===== config.mk =====
export PLATFORM = sky130hd
export DESIGN_NAME = adc_monitor_top
export DESIGN_NICKNAME = d
export VERILOG_FILES = /design/src/adc_pkg.sv /design/src/i2c_pkg.sv /design/src/i2c_bus_if.sv /design/src/adc_monitor_top.sv /design/src/adc_sample_store.sv /design/src/i2c_line_sampler.sv /design/src/i2c_target.sv
export VERILOG_INCLUDE_DIRS = /design/src
export SDC_FILE = /design/constraint.sdc
export NUM_CORES = 1
export LEC_CHECK = 0
export BUFFER_PORTS_ARGS = -buffer_cell sky130_fd_sc_hd__buf_2
export CAP_MARGIN = 40
export CORE_ASPECT_RATIO = 0.75
export CORE_UTILIZATION = 40
export CTS_BUF_LIST = sky130_fd_sc_hd__clkbuf_8
export DETAILED_ROUTE_END_ITERATION = 8
export PLACE_DENSITY = 0.55
export SKIP_LAST_GASP = 1
export SLEW_MARGIN = 10
export SYNTH_ARGS = -nofsm -noshare
export SYNTH_HDL_FRONTEND = slang
export SYNTH_SLANG_ARGS = --single-unit

===== constraint.sdc =====
create_clock -name clk_core -period 5.95 [get_ports clk_core]
set_clock_uncertainty 0.2 [all_clocks]
set_input_delay 0.2975 -clock clk_core [delete_from_list [all_inputs] [get_ports clk_core]]
set_output_delay 0.2975 -clock clk_core [all_outputs]
set_load 0.02 [all_outputs]

===== src/adc_mon_defs.svh =====
`ifndef ADC_MON_DEFS_SVH
`define ADC_MON_DEFS_SVH

// ---------------------------------------------------------------------------
// I2C target identity
// ---------------------------------------------------------------------------
`define ADC_I2C_ADDR        7'h50
`define ADC_ID_BYTE         8'hAF

// ---------------------------------------------------------------------------
// Sample storage and stream format
// ---------------------------------------------------------------------------
`define ADC_NUM_CHANNELS    5
`define ADC_SAMPLE_BITS     12
`define ADC_STREAM_CH_BITS  5

// Sequencer slot numbers of the monitored inputs
`define ADC_CH0_ID          5'd1
`define ADC_CH1_ID          5'd2
`define ADC_CH2_ID          5'd3
`define ADC_CH3_ID          5'd4
`define ADC_CH4_ID          5'd6

// Control, ID, then lower/upper byte of each channel
`define ADC_NUM_BYTE_REGS   12

`endif


===== src/adc_pkg.sv =====
`default_nettype none

`include "adc_mon_defs.svh"

package adc_pkg;

    // Channel number as carried on the sequencer response stream
    typedef logic [`ADC_STREAM_CH_BITS-1:0] stream_ch_t;

    // Capture view, zero pad above the converter result
    typedef struct packed {
        logic [15-`ADC_SAMPLE_BITS:0] pad;
        logic [`ADC_SAMPLE_BITS-1:0]  data;
    } sample_raw_t;

    // Bus view, two bytes served one at a time
    typedef struct packed {
        logic [7:0] upper;
        logic [7:0] lower;
    } sample_bytes_t;

    typedef union packed {
        sample_raw_t   raw;
        sample_bytes_t bytes;
    } sample_t;

    // Location in the readable byte map
    typedef logic [3:0] byte_idx_t;

endpackage

`default_nettype wire


===== src/i2c_pkg.sv =====
`default_nettype none

package i2c_pkg;

    // First data byte of a write, selects control or one channel
    typedef logic [2:0] reg_idx_t;

    // Where the target is inside the current transfer
    typedef enum logic [2:0] {
        ph_idle,
        ph_address,
        ph_pointer,
        ph_write_data,
        ph_read_data,
        ph_ignore
    } xfer_phase_t;

endpackage

`default_nettype wire


===== src/i2c_bus_if.sv =====
`timescale 1ns/1ps
`default_nettype none

// Conditioned bus events, all in the clk_core domain
interface i2c_bus_if;

    logic start;
    logic stop;
    logic scl_rise;
    logic scl_fall;
    logic sda;

    modport sampler (
        output start,
        output stop,
        output scl_rise,
        output scl_fall,
        output sda
    );

    modport target (
        input start,
        input stop,
        input scl_rise,
        input scl_fall,
        input sda
    );

endinterface

`default_nettype wire


===== src/adc_monitor_top.sv =====
`timescale 1ns/1ps
`default_nettype none

`include "adc_mon_defs.svh"

module adc_monitor_top (
    input  logic                            clk_core,
    input  logic                            reset_n,
    input  logic                            scl,
    input  logic                            sda_in,
    output logic                            sda_oe,
    input  logic                            adc_valid,
    input  logic [`ADC_STREAM_CH_BITS-1:0]  adc_channel,
    input  logic [`ADC_SAMPLE_BITS-1:0]     adc_data,
    input  logic                            adc_sop,
    input  logic                            adc_eop,
    output logic                            adc_run
);

    i2c_bus_if          bus ();
    adc_pkg::byte_idx_t rd_idx;
    logic [7:0]         rd_byte;

    // ------------------------------------------------------------------------
    // I2C side
    // ------------------------------------------------------------------------
    i2c_line_sampler u_line_sampler (
        .clk_core (clk_core),
        .reset_n  (reset_n),
        .scl      (scl),
        .sda_in   (sda_in),
        .bus      (bus.sampler)
    );

    i2c_target u_target (
        .clk_core (clk_core),
        .reset_n  (reset_n),
        .bus      (bus.target),
        .sda_oe   (sda_oe),
        .adc_run  (adc_run),
        .rd_idx   (rd_idx),
        .rd_byte  (rd_byte)
    );

    // ------------------------------------------------------------------------
    // Sequencer side
    // ------------------------------------------------------------------------
    adc_sample_store u_sample_store (
        .clk_core    (clk_core),
        .reset_n     (reset_n),
        .adc_valid   (adc_valid),
        .adc_channel (adc_channel),
        .adc_data    (adc_data),
        .adc_sop     (adc_sop),
        .adc_eop     (adc_eop),
        .adc_run     (adc_run),
        .rd_idx      (rd_idx),
        .rd_byte     (rd_byte)
    );

endmodule

`default_nettype wire


===== src/adc_sample_store.sv =====
`timescale 1ns/1ps
`default_nettype none

`include "adc_mon_defs.svh"

module adc_sample_store (
    input  logic                         clk_core,
    input  logic                         reset_n,
    input  logic                         adc_valid,
    input  adc_pkg::stream_ch_t          adc_channel,
    input  logic [`ADC_SAMPLE_BITS-1:0]  adc_data,
    input  logic                         adc_sop,
    input  logic                         adc_eop,
    input  logic                         adc_run,
    input  adc_pkg::byte_idx_t           rd_idx,
    output logic [7:0]                   rd_byte
);

    localparam adc_pkg::stream_ch_t ch_ids [`ADC_NUM_CHANNELS] = '{
        `ADC_CH0_ID, `ADC_CH1_ID, `ADC_CH2_ID, `ADC_CH3_ID, `ADC_CH4_ID
    };

    logic [`ADC_SAMPLE_BITS-1:0] raw      [`ADC_NUM_CHANNELS];
    logic [`ADC_SAMPLE_BITS-1:0] raw_next [`ADC_NUM_CHANNELS];
    adc_pkg::sample_t            pub      [`ADC_NUM_CHANNELS];

    // Beat on the eop cycle still lands in the published set
    always_comb begin
        for (int i = 0; i < `ADC_NUM_CHANNELS; i++) begin
            raw_next[i] = (adc_valid && adc_channel == ch_ids[i]) ? adc_data : raw[i];
        end
    end

    always_ff @(posedge clk_core or negedge reset_n) begin
        if (!reset_n) begin
            for (int i = 0; i < `ADC_NUM_CHANNELS; i++) begin
                raw[i] <= '0;
                pub[i] <= '0;
            end
        end else begin
            raw <= raw_next;
            if (adc_valid && adc_eop) begin
                for (int i = 0; i < `ADC_NUM_CHANNELS; i++) begin
                    pub[i].raw.pad  <= '0;
                    pub[i].raw.data <= raw_next[i];
                end
            end
        end
    end

    // Byte map: control, ID, then lower/upper per channel
    always_comb begin
        rd_byte = 8'h00;
        if (rd_idx == 4'd0) begin
            rd_byte = {7'b0000001, adc_run};
        end else if (rd_idx == 4'd1) begin
            rd_byte = `ADC_ID_BYTE;
        end
        for (int i = 0; i < `ADC_NUM_CHANNELS; i++) begin
            if (rd_idx == adc_pkg::byte_idx_t'(2 * i + 2)) begin
                rd_byte = pub[i].bytes.lower;
            end
            if (rd_idx == adc_pkg::byte_idx_t'(2 * i + 3)) begin
                rd_byte = pub[i].bytes.upper;
            end
        end
    end

    // Packet framing only on valid beats
    assert property (@(posedge clk_core) disable iff (!reset_n)
        (adc_eop || adc_sop) |-> adc_valid);

endmodule

`default_nettype wire


===== src/i2c_line_sampler.sv =====
`timescale 1ns/1ps
`default_nettype none

module i2c_line_sampler (
    input  logic       clk_core,
    input  logic       reset_n,
    input  logic       scl,
    input  logic       sda_in,
    i2c_bus_if.sampler bus
);

    logic [1:0] scl_sync;
    logic [1:0] sda_sync;
    logic       scl_prev;
    logic       sda_prev;

    // Idle bus is high on both lines, so start from ones
    always_ff @(posedge clk_core or negedge reset_n) begin
        if (!reset_n) begin
            scl_sync <= 2'b11;
            sda_sync <= 2'b11;
            scl_prev <= 1'b1;
            sda_prev <= 1'b1;
        end else begin
            scl_sync <= {scl_sync[0], scl};
            sda_sync <= {sda_sync[0], sda_in};
            scl_prev <= scl_sync[1];
            sda_prev <= sda_sync[1];
        end
    end

    // Registered detect, third cycle after the pin moves
    always_ff @(posedge clk_core or negedge reset_n) begin
        if (!reset_n) begin
            bus.start    <= 1'b0;
            bus.stop     <= 1'b0;
            bus.scl_rise <= 1'b0;
            bus.scl_fall <= 1'b0;
            bus.sda      <= 1'b1;
        end else begin
            // SDA edges only count as START/STOP with SCL steady high
            bus.start    <= scl_sync[1] && scl_prev && sda_prev && !sda_sync[1];
            bus.stop     <= scl_sync[1] && scl_prev && !sda_prev && sda_sync[1];
            bus.scl_rise <= scl_sync[1] && !scl_prev;
            bus.scl_fall <= !scl_sync[1] && scl_prev;
            bus.sda      <= sda_sync[1];
        end
    end

endmodule

`default_nettype wire


===== src/i2c_target.sv =====
`timescale 1ns/1ps
`default_nettype none

`include "adc_mon_defs.svh"

module i2c_target (
    input  logic               clk_core,
    input  logic               reset_n,
    i2c_bus_if.target          bus,
    output logic               sda_oe,
    output logic               adc_run,
    output adc_pkg::byte_idx_t rd_idx,
    input  logic [7:0]         rd_byte
);

    i2c_pkg::xfer_phase_t phase;
    i2c_pkg::reg_idx_t    reg_idx;
    adc_pkg::byte_idx_t   ptr;
    adc_pkg::byte_idx_t   ptr_inc;
    logic [3:0]           bit_cnt;
    logic [7:0]           shift_in;
    logic [7:0]           tx_shift;
    logic [7:0]           load_byte;
    logic                 addr_match;
    logic                 scl_high;

    assign addr_match = (shift_in[7:1] == `ADC_I2C_ADDR);
    assign rd_idx     = ptr;

    // Past the map the pointer parks and reads give zero
    assign load_byte = (ptr < `ADC_NUM_BYTE_REGS) ? rd_byte : 8'h00;
    assign ptr_inc   = (ptr < `ADC_NUM_BYTE_REGS) ? ptr + 4'd1 : ptr;

    // SCL level as seen through the event pulses
    always_ff @(posedge clk_core or negedge reset_n) begin
        if (!reset_n) begin
            scl_high <= 1'b1;
        end else if (bus.scl_rise) begin
            scl_high <= 1'b1;
        end else if (bus.scl_fall) begin
            scl_high <= 1'b0;
        end
    end

    // ------------------------------------------------------------------------
    // Transfer FSM with bit_cnt 8 as the ACK slot
    // ------------------------------------------------------------------------
    always_ff @(posedge clk_core or negedge reset_n) begin
        if (!reset_n) begin
            phase    <= i2c_pkg::ph_idle;
            reg_idx  <= '0;
            ptr      <= '0;
            bit_cnt  <= '0;
            shift_in <= '0;
            tx_shift <= '0;
            sda_oe   <= 1'b0;
            adc_run  <= 1'b0;
        end else if (bus.start) begin
            phase   <= i2c_pkg::ph_address;
            // The SCL fall that closes the START wraps this to zero
            bit_cnt <= 4'hF;
            sda_oe  <= 1'b0;
        end else if (bus.stop) begin
            phase   <= i2c_pkg::ph_idle;
            bit_cnt <= '0;
            sda_oe  <= 1'b0;
        end else if (phase != i2c_pkg::ph_idle && phase != i2c_pkg::ph_ignore) begin
            if (bus.scl_rise) begin
                if (bit_cnt != 4'd8) begin
                    shift_in <= {shift_in[6:0], bus.sda};
                end else if (phase == i2c_pkg::ph_read_data && bus.sda) begin
                    // Master NACK ends the read
                    phase <= i2c_pkg::ph_ignore;
                end else if (phase == i2c_pkg::ph_write_data && reg_idx == '0) begin
                    adc_run <= shift_in[0];
                end
            end else if (bus.scl_fall) begin
                if (bit_cnt == 4'd7) begin
                    bit_cnt <= 4'd8;
                    if (phase == i2c_pkg::ph_address) begin
                        sda_oe <= addr_match;
                    end else begin
                        sda_oe <= (phase != i2c_pkg::ph_read_data);
                    end
                end else if (bit_cnt == 4'd8) begin
                    bit_cnt <= '0;
                    sda_oe  <= 1'b0;
                    case (phase)
                        i2c_pkg::ph_address: begin
                            if (!addr_match) begin
                                phase <= i2c_pkg::ph_ignore;
                            end else if (shift_in[0]) begin
                                phase    <= i2c_pkg::ph_read_data;
                                tx_shift <= load_byte;
                                sda_oe   <= !load_byte[7];
                                ptr      <= ptr_inc;
                            end else begin
                                phase <= i2c_pkg::ph_pointer;
                            end
                        end
                        i2c_pkg::ph_pointer: begin
                            reg_idx <= shift_in[2:0];
                            ptr     <= {shift_in[2:0], 1'b0};
                            phase   <= i2c_pkg::ph_write_data;
                        end
                        i2c_pkg::ph_read_data: begin
                            tx_shift <= load_byte;
                            sda_oe   <= !load_byte[7];
                            ptr      <= ptr_inc;
                        end
                        default: begin
                        end
                    endcase
                end else begin
                    bit_cnt <= bit_cnt + 4'd1;
                    if (phase == i2c_pkg::ph_read_data) begin
                        tx_shift <= {tx_shift[6:0], 1'b0};
                        sda_oe   <= !tx_shift[6];
                    end
                end
            end
        end
    end

    // SDA only moves while SCL is low or on a STOP release
    assert property (@(posedge clk_core) disable iff (!reset_n)
        $changed(sda_oe) |-> !scl_high || $past(bus.stop));

    // Once the target drops out it stays off the bus
    assert property (@(posedge clk_core) disable iff (!reset_n)
        (phase == i2c_pkg::ph_ignore) && bus.scl_fall |=> !sda_oe);

endmodule

`default_nettype wire


* Yosys cells after proc, flatten, opt, wreduce, memory -nomap -nowiden
Index checks and enable logic that the tools add are counted.
** Cells by class
- Bitwise operators :: 6
- $lt $le $gt $ge :: 1
- $add $sub $neg :: 2
- Equality and inequality tests :: 34
- Reduce and logical (&&, ||, !) cells :: 42
- Mux-type cells :: 58
** Operators by type and width (count)
- two-way mux 8 bit :: 13
- two-way mux 12 bit :: 5
- two-way mux 4 bit :: 10
- two-way mux 3 bit :: 11
- two-way mux 7 bit :: 4
- == test 4 x 3 -> 1 bit, second input constant :: 5
- == test 4 bit, second input constant :: 5
- AND reduction 10 bit :: 2
- logical AND 1 bit :: 16
- one-hot mux 7 bit (2 select lines) :: 1
- AND reduction 7 bit :: 2
- inequality test 4 bit, second input constant :: 3
- one-hot mux 4 bit (3 select lines) :: 1
- nonzero test 3 bit :: 4
- two-way mux 1 bit :: 11
- == test 5 x 2 -> 1 bit, second input constant :: 2
- == test 5 x 3 -> 1 bit, second input constant :: 2
- nonzero test 5 bit :: 2
- adder 4 x 1 -> 4 bit, second input constant :: 2
- == test 4 x 2 -> 1 bit, second input constant :: 2
- AND reduction 8 bit :: 1
- nonzero test 4 bit :: 2
- == test 7 bit, second input constant :: 1
- == test 3 x 2 -> 1 bit, second input constant :: 2
- other kinds (20) :: 34
** Storage, ports and cells
- Flip-flop bits (word level) :: 161
- Output and inout port bits :: 2

* Longest topological paths before layout
Gate-level depths: netlist (run 1).
- Depth after elaboration :: 25
- Mapped depth :: 10
- Mapped depth without buffers :: 7

* Cells and area by module
From an unflattened synthesis (run 1), not the netlist that was laid out.
** Unflattened totals
- Cell total of the unflattened synthesis :: 540
- Area total of the unflattened synthesis :: 7175.6 um^2
** Modules (own cells, without submodules)
- adc_sample_store :: area an instance 5128.7 um^2, cells each 362, instances 1
- i2c_target :: area an instance 1754.2 um^2, cells each 164, instances 1
- i2c_line_sampler :: area an instance 292.8 um^2, cells each 14, instances 1

* Worst setup path after synthesis (run 1)
Ideal clock, no wire load.
- Kind :: reg2reg
- Start point :: register u_target.ptr[0] (netlist: u_target.rd_idx[0])
- End point :: register u_target.tx_shift[1]
- Setup time :: 123 ps
- Setup slack :: 3776 ps
- Cell stages (with the launch flop) :: 8
- Arrival time :: 1851 ps
- Path buffers :: 1
- Cell sequence :: dfrtp_1 > ha_1 > buf_2 > nor2b_4 > a2bb2o_1 > or4_1 > a31oi_1 > a21oi_2
** Between the ends
- Longest elaborated chain between the ends :: 18
** Ends and longest elaborated chain
- start, declared :: RTL line i2c_target.sv:18 : adc_pkg::byte_idx_t ptr;
- start signal, assigned :: RTL line i2c_target.sv:96 : ptr <= ptr_inc;
- start signal, assigned :: RTL line i2c_target.sv:103 : ptr <= {shift_in[2:0], 1'b0};
- start signal, assigned :: RTL line i2c_target.sv:109 : ptr <= ptr_inc;
- == test 4 x 1 -> 1 bit :: RTL line adc_sample_store.sv:56 : end else if (rd_idx == 4'd1) begin
- two-way mux 8 bit :: RTL line adc_sample_store.sv:56
- two-way mux 8 bit :: RTL line adc_sample_store.sv:54 : if (rd_idx == 4'd0) begin
- two-way mux 8 bit :: RTL line adc_sample_store.sv:60 : if (rd_idx == adc_pkg::byte_idx_t'(2 * i + 2)) begin
- two-way mux 8 bit :: RTL line adc_sample_store.sv:63 : if (rd_idx == adc_pkg::byte_idx_t'(2 * i + 3)) begin
- two-way mux 8 bit :: RTL line adc_sample_store.sv:60
- two-way mux 8 bit :: RTL line adc_sample_store.sv:63
- two-way mux 8 bit :: RTL line adc_sample_store.sv:60
- [... 2 more ...]
- two-way mux 8 bit :: RTL line adc_sample_store.sv:63
- two-way mux 8 bit :: RTL line adc_sample_store.sv:60
- two-way mux 8 bit :: RTL line adc_sample_store.sv:63
- two-way mux 8 bit * :: RTL line i2c_target.sv:31 : assign load_byte = (ptr < `ADC_NUM_BYTE_REGS) ? rd_byte : 8'h00;
- two-way mux 7 bit :: RTL line i2c_target.sv:92 : end else if (shift_in[0]) begin
- two-way mux 7 bit :: RTL line i2c_target.sv:90 : if (!addr_match) begin
- one-hot mux 7 bit (2 select lines) * :: RTL line i2c_target.sv:88 : case (phase)
- two-way mux 7 bit * :: RTL line i2c_target.sv:85 : end else if (bit_cnt == 4'd8) begin
- end signal, assigned :: RTL line i2c_target.sv:94 : tx_shift <= load_byte;
- end signal, assigned :: RTL line i2c_target.sv:107 : tx_shift <= load_byte;
- end signal, assigned :: RTL line i2c_target.sv:117 : tx_shift <= {tx_shift[6:0], 1'b0};
- end, declared :: RTL line i2c_target.sv:22 : logic [7:0] tx_shift;
Every way passes the cells marked *; elsewhere a longest branch is shown, timed or not. The select of a mux whose other input is x is not followed.
A chain may end at the register's enable or synchronous reset.

* Worst setup path in the final report (run 1)
- Start point :: register u_target.ptr[1] (netlist: u_target.rd_idx[1])
- End point :: register u_target.tx_shift[2]
Same word-level chain as after synthesis.

==> summary by stage, run 1 <==
Floorplanning
Measured along the x axis, the die boundary spans 161 µm. Row generation in the floorplan step produced 43 rows. Once the floorplan was initialized, standard cells occupied 40.9% of the core. The die covers 0.0194 mm².

The core box area is 0.0185 mm². The die height is 121 µm. The I/O pin count is 26.

CTS
Clock tree synthesis selected as its root buffer the cell clkbuf_8. TritonCTS built the clock tree. The H-tree was split into 4 levels. The number of buffers created by CTS is 17.

The number of instances resized during post-cts repair is 0. Clock latency on the worst-skew pair, taken at its later pin, is 0.47 ns. Counting every sink on the clock net gives 161.

Clock-pin slew was measured on the worst setup and hold paths at 0.09 ns. Counting along the longest clock path gives a buffer depth of 2.

Logic synthesis
The post-synthesis cell type count is 73. For this run, the register share of the synthesized area comes to 53.5%. The share of synthesized area in the top cell type comes to 51.4%. The count of warnings emitted by yosys is 0.

Counting every net in the synthesized netlist gives 620. After synthesis, the largest family of logic cells by area is multiplexers. Counting every instance in the synthesized netlist gives 590. The multiplexer share of the synthesized area is 22.0%.

The synthesized netlist devotes 9.23% of its cell area to compound gates. A synthesized cell averages 12.8 µm². Of the total synthesized cell area, the portion taken by XOR and XNOR cells is 0.216%.

After synthesis, the cell types taking the most area are dfrtp_1 (51%), mux2_2 (12%), mux2_4 (8.4%), dfstp_2 (2.1%), a21oi_1 (1.6%). The number of storage elements in the synthesis netlist is 161. Of all cell types, the one taking the most synthesized area is dfrtp_1. The post-synth design cell area is 0.00754 mm². Of the total synthesized cell area, the portion taken by full adders, half adders and majority gates is 0.996%.

The simple-gate portion of the synthesized area is 10.7%. The count of flip-flops with a built-in enable after synthesis is 0. Of all flip-flops after synthesis, the portion carrying an async set or reset was 100%.

The predominant post-synthesis flop cell is dfrtp_1.

Finish
After the flow finishes, the layout carries non-filler instances totaling 882. Relative to the synthesized area, the layout overhead comes to 11.5%. The final design utilization is 45.6%. The final antenna diode count is 0.

The net count reported at finish is 653. The most frequent standard cell in the layout excluding fill and tap cells is dfrtp_1. The fraction of layout cells with a size suffix above 1 is 32.9%. The number of filler cells placed in the layout is 1,671. Leaving out fill and tap cells, the most frequent cells in the layout are dfrtp_1 (155), mux2_2 (81), mux2_4 (42), nand2_1 (28), a21oi_1 (24). Once layout is done, the placed cells without fillers occupy 0.00841 mm².

Routing
Summed over all nets, wire length on met2 after detailed routing comes to 7010 µm. Using the TritonRoute via totals, the vias-per-cell ratio works out to 5.40. After detailed routing, no signal wire sits above met4. Wires add up to 16,100 µm. The number of design-rule violations left by the first detailed-router iteration is 288.

The first TritonRoute pass finished after 5 iterations. The remaining number of nets flagged by the antenna check after routing is 0. After detailed routing, the average wire length per cell comes to 18.2 µm. The routed metal-1 wire length is 8290 µm. The routed layout has 4,762 vias. The count of unresolved DRC violations after routing is 0.

Detailed routing placed a total of 567 µm of wire on met3.

Power
Internal power comes to 1990 µW. The share of total power consumed by net switching is 29.2%. Summed over all nets, the switching power comes to 820 µW. The proportion of power drawn by combinational gates is 20.2%. The share of total power in the clock network is 26.4%. The maximum resistive drop on vdd is 0.165 mV.

The portion of total power attributed to sequential cells is 53.5%. For this design the static power due to leakage is 0.00382 µW. Power spread over the standard cell area amounts to 334 mW/mm².

Global route
The via count of the first global-routing pass is 4,900. The total global routing overflow is 0. The number of antenna violations at the first check in global routing came to 0. Entering global routing, the biggest net connects 80 pins. The global-route wire length before repair is 26,700 µm. Global routing consumed, over all layers together, 18.1% of the routing resources.

Placement
Before CTS, the worst setup slack after placement is 3.28 ns. The global placement routability congestion is 0.830. Input and output buffers added on the ports amount to 24. The total half-perimeter wirelength after legalization and detailed placement is 11,000 µm. The count of placed standard cells including taps is 836.

Once placement finished, the instance area stood at 0.00790 mm².

Critical path
For flop-to-flop paths, the worst setup slack is 3.25 ns. STA classifies the critical path endpoint as a flop. Data arrives at the worst endpoint at 2.88 ns. The launch instance of the worst register-to-register path is u_target.rd_idx[1]. Along the worst path, the maximum fanout reaches 19.

The critical path is of the flop to flop type. The worst setup path is launched from a flop. The worst flop-to-flop path endpoint is u_target.tx_shift[2].

Counting cells, the worst reg-to-reg path comes to 7. The data required time at the worst endpoint is 6.13 ns.

STA
Setup repair after global routing left no endpoint under its margin. The number of hold-slack violations in the final timing report is 0. The maximum clock frequency is 0.371 GHz. For the pin with the worst max-slew slack, the measured transition is 0.768 ns. The final-report setup violation count is 0. The number of pins exceeding their max-slew limit in the final report is 0. The worst path needs 2.70 ns of the cycle, external delays included. The relative slew slack is 48.8%.

The worst setup slack after layout is 3.25 ns. The final critical path takes up 45.3% of the cycle. The aggregate negative setup slack is 0 ns.

Run status
The run finished with clean final reports.

Worst hold path
The path class of the tightest hold or removal check is primary input to async pin.

Job
The max-cap check violation count is 0.
-- per-stage QoR --
stage / hold slack, ns / power (µW)
2_1_floorplan: -0.198 / 1890
3_3_place_gp: 0.146 / 2040
3_5_place_dp: -0.0181 / 2080
4_1_cts: 0.0356 / 2840
5_1_grt: 0.0484 / 2970
6_report: 0.0513 / 2810
-- power by group through the flow --
stage               clock network, µW  registers, µW  logic, µW
floorplan                           0           1450        442
global placement                    0           1510        532
detailed placement                  0           1520        561
CTS                               765           1500        571
global route                      813           1530        625
finish                            741           1500        566
-- worst max-delay path by stage --
stage / start / to / slack (ns) / depth (start not counted)
detailed placement: u_target.bit_cnt[0] / u_target.tx_shift[2] / 3.28 / 6
CTS: u_target.bit_cnt[0] / u_target.tx_shift[2] / 3.26 / 6
finish: u_target.rd_idx[1] / u_target.tx_shift[2] / 3.25 / 7
floorplan: u_target.rd_idx[0] / u_target.tx_shift[1] / 3.78 / 7
global route: u_target.rd_idx[1] / u_target.tx_shift[2] / 3.11 / 7
global placement: u_target.rd_idx[0] / u_target.tx_shift[1] / 3.31 / 6
-- area by class of cell --
cell class | count | area (µm²) | share of cell area (%)
clock buffers | 19 | 262 | 3.11
well taps | 247 | 309 | 3.68
clock inverters | 12 | 95.1 | 1.13
multi-input cells | 378 | 3250 | 38.7
repair buffers | 47 | 384 | 4.57
flip-flops and latches | 161 | 4040 | 48.0
inverters | 18 | 67.6 | 0.804
-- timing repair --
action	in CTS	in global routing
buffers inserted	0	0
hold endpoints to repair	157	0
hold buffers	15	0
-- critical path: stages, from the launching register on --
cell and delay (ns):
dfrtp_1 0.41, inv_1 0.11, ha_1 0.66, nor2b_1 0.43, a221oi_1 0.14, o32ai_1 0.31, nand3_1 0.13, a41oi_1 0.22
-- flip-flops by register name (all words and copies together), names as in the netlist --
signal,cells
u_line_sampler.scl_prev,1
u_sample_store.pub,60
u_target.phase,3
u_target.adc_run,1
u_line_sampler.bus.scl_rise,1
u_line_sampler.scl_sync,2
u_target.bit_cnt,4
u_line_sampler.bus.sda,1
u_target.rd_idx,4
u_sample_store.raw,60
u_target.reg_idx,3
u_target.sda_oe,1
u_line_sampler.bus.scl_fall,1
u_target.tx_shift,7
u_line_sampler.sda_sync,2
u_target.shift_in,8
u_line_sampler.bus.start,1
u_line_sampler.bus.stop,1
-- cells by family (layout without fill, tap and decap cells) --
kind of cell / Yosys count / count (layout)
mux: 134 / 134
simple gates: 139 / 139
buf+inv: 51 / 96
compound gates: 98 / 98
flops: 161 / 161
xor+xnor: 1 / 1
fa+ha+maj: 6 / 6
-- cell usage after synthesis, types with 3 or more instances --
library cell,number
dfrtp_1,155
mux2_2,81
mux2_4,42
nand2_1,28
a21oi_1,24
nor2_1,23
nand3_1,19
inv_1,18
buf_2,17
nor2b_1,14
nor3_1,10
o21ai_0,10
nand2b_1,9
clkbuf_1,8
dfstp_2,6
ha_1,6
mux2_1,6
a2111oi_0,5
a221oi_1,5
mux2i_1,5
nor3b_1,5
o21ai_1,5
o21bai_1,5
o22ai_1,5
buf_6,4
nand3b_1,4
o32ai_1,4
a211o_1,3
a21oi_2,3
nand4_1,3
nor4bb_1,3
o31ai_1,3
-- metal layers --
metal | vias up | track usage, %
met1 | 2450 | 26.5
met4 | 0 | 6.37
met2 | 83 | 26.1
met5 | - | 0
met3 | 18 | 4.37
li1 | 2211 | -
Note: power is estimated with default switching activity, not from simulation.
==> inputs of run 2 (changes only) <==
clock period = 2.6 ns   (was 5.95 ns; I/O delays follow)
==> run 2 against run 1 <==
First-iteration DRC count rose by 14%. Non-clock buffer count up 15. Die area stayed put. Sequential cell count did not move. Final cell count increased by 1.7%. Clock-buffer cell count down 2. Global-route usage shrank 0.22 points. Maximum frequency up 15%.
==> summary by stage, run 2 (synthesis results as in run 1) <==
Floorplanning
The die height is 121 µm (unchanged). The initial standard-cell utilization of the core came to 40.9% (unchanged). The I/O pin count was 26 (unchanged). The die width came to 161 µm (unchanged). The number of standard-cell rows in the floorplan came to 43 (unchanged).

The die footprint is 0.0194 mm² (unchanged). The core box area is 0.0185 mm² (unchanged).

Routing
The mean number of vias per cell was 5.29 (was 5.40). The count of unresolved DRC violations after routing is 0 (unchanged). The routed length per instance is 17.8 µm (was 18.2 µm).

The number of design-rule violations left by the first detailed-router iteration was 327 (was 288). The total wire length after detailed routing is 16,000 µm (was 16,100 µm). The number of iterations in the first detailed-routing pass is 4 (was 5). The remaining number of nets flagged by the antenna check after routing is 0 (unchanged). The total number of vias is 4,743 (was 4,762).

STA
The relative slew slack is 55.6% (was 48.8%). The final worst-path cycle share is 90.5% (was 45.3%). The maximum clock frequency came to 0.425 GHz (was 0.371 GHz).

The number of pins exceeding their max-slew limit in the final report is 0 (unchanged). RSZ-0062 raised after global routing: false (unchanged). The number of hold-slack violations in the final timing report was 0 (unchanged). The aggregate negative setup slack is 0 ns (unchanged). The pin slew with the least headroom to its limit is 0.666 ns (was 0.768 ns). The time the worst path needs with I/O delays and setup is 2.35 ns (was 2.70 ns). The final-report setup violation count is 0 (unchanged).

Power
The overall power after layout was 6630 µW (was 2810 µW). The leakage dissipation is 0.00391 µW (was 0.00382 µW). The power per cell area is 774 mW/mm² (was 334 mW/mm²). The maximum resistive drop on vdd is 0.409 mV (was 0.165 mV).

CTS
The maximum number of buffers from clock root to sink came to 2 (unchanged). The number of H-tree levels was 4 (unchanged). The clock sink count is 161 (unchanged). The TritonCTS clock tree is yes (unchanged). The number of setup buffers added after CTS was 0 (unchanged). The number of instances resized during post-cts repair is 0 (unchanged).

The number of buffers created by CTS is 17 (unchanged). The cts-stage hold buffer count is 15 (unchanged). The CTS clock-pin slew for the worst setup and hold paths is 0.08 ns (was 0.09 ns). The clock tree root driver cell is clkbuf_8 (unchanged). The later-pin clock latency in the skew report came to 0.45 ns (was 0.47 ns).

Finish
The final antenna diode count is 0 (unchanged). The net count reported at finish was 668 (was 653). The number of filler cells placed in the layout is 1,645 (was 1,671). The layout-stage area growth over the synthesis result is 13.5% (was 11.5%). The final standard cell count with taps included and fillers excluded is 897 (was 882). Commonest non-fill, non-tap cells in the layout: dfrtp_1 (155), mux2_2 (81), mux2_4 (42), nand2_1 (28), a21oi_1 (24) (unchanged). The fraction of layout cells with a size suffix above 1 is 34.6% (was 32.9%). Leading registers by flop count: u_sample_store.pub: 60 flops, u_sample_store.raw: 60 flops, u_target.shift_in: 8 flops (unchanged). The final design utilization is 46.4% (was 45.6%). The most frequent standard cell in the layout excluding fill and tap cells is dfrtp_1 (unchanged).

Placement
The global placement routability congestion is 0.812 (was 0.830). The count of input and output buffers is 24 (unchanged). The total half-perimeter wirelength after legalization and detailed placement is 11,200 µm (was 11,000 µm).

The count of placed standard cells including taps was 851 (was 836).

Global route
The global routing usage summed across all routing layers came to 17.9% (was 18.1%). The number of antenna violations at the first check in global routing is 0 (unchanged). The global-route wire length before repair is 26,500 µm (was 26,700 µm). The pin count of the biggest net entering global routing was 71 (was 80). The via count of the first global-routing pass is 4,773 (was 4,900). The total global routing overflow was 0 (unchanged).

Critical path
The maximum net fanout on the critical path came to 30 (was 19). The worst reg-to-reg path cell count is 8 (was 7). The worst flop-to-flop path endpoint is u_target.tx_shift[3] (was u_target.tx_shift[2]). The sort of element at the start of the critical path is a flop (unchanged). The data arrival time of the critical path is 2.51 ns (was 2.88 ns).

The start-to-end type of the worst setup path is flop to flop (unchanged). The slack of the worst reg-to-reg path came to 0.25 ns (was 3.25 ns). The launch instance of the worst register-to-register path is u_target.rd_idx[0] (was u_target.rd_idx[1]). The capturing element type of the critical path is a flop (unchanged). The data required time at the worst endpoint is 2.76 ns (was 6.13 ns).

Job
The max-cap check violation count is 0 (unchanged).

Worst hold path
The worst hold-check path type is primary input to async pin (unchanged).

Run status
Outcome: complete, no violations (unchanged).
-- run 2: cell count changes in the layout (fill, tap and decap cells not counted), sizes merged --
cell      previous run  this run
bufinv               1         3
clkbuf              19        17
clkinv               4         7
clkinvlp             5         2
buf                 32        47
-- run 2: cell type report --
class / count / area, µm² / area share, %
multi-input combinational: 378 / 3250 / 38.0
clock inverter: 14 / 168 / 1.96
clock buffer: 17 / 234 / 2.73
timing repair buffer: 62 / 487 / 5.69
sequential: 161 / 4040 / 47.2
inverter: 18 / 67.6 / 0.790
tap: 247 / 309 / 3.61
-- run 2: routing by layer --
layer  global-route usage [%]  part of all wire, %
met1                     26.9                   52
met2                     25.7                   45
met3                     4.00                  3.1
met4                     5.18                 0.42
met5                        0                    0
-- run 2: power by group --
group	internal (µW)	switching, µW	total, µW
Combinational	721	587	1310
Clock	943	924	1870
Sequential	3060	390	3450
-- run 2: worst max path at each step --
stage	startpoint	end	slack, ns	cells past startpoint
after floorplan	u_target.rd_idx[0]	u_target.tx_shift[1]	0.43	7
after global placement	u_target.rd_idx[0]	u_target.tx_shift[5]	0.26	8
after detailed placement	u_target.rd_idx[0]	u_target.tx_shift[0]	0.22	7
after CTS	u_target.rd_idx[0]	u_target.tx_shift[0]	0.23	7
after global routing	u_target.rd_idx[0]	u_target.tx_shift[5]	0.006	8
final	u_target.rd_idx[0]	u_target.tx_shift[3]	0.25	8
-- run 2: stage by stage --
| step | worst slack [ns] | cell area [µm²] | hold slack, ns |
|---|---|---|---|
| floorplan | 0.426 | 7540 | -0.366 |
| global placement | 0.256 | 8000 | -0.0187 |
| detailed placement | 0.225 | 8000 | -0.0105 |
| CTS | 0.230 | 8560 | 0.0543 |
| global route | 0.00550 | 8560 | 0.0951 |
| finish | 0.247 | 8560 | 0.0677 |
-- run 2: worst max-delay path, cell delays in order, from the launching register on --
cell,delay [ns]
dfrtp_1,0.43
inv_1,0.09
ha_1,0.31
buf_12,0.20
nor2b_1,0.30
a221oi_1,0.13
o32ai_1,0.28
nand3_1,0.12
a41oi_1,0.21
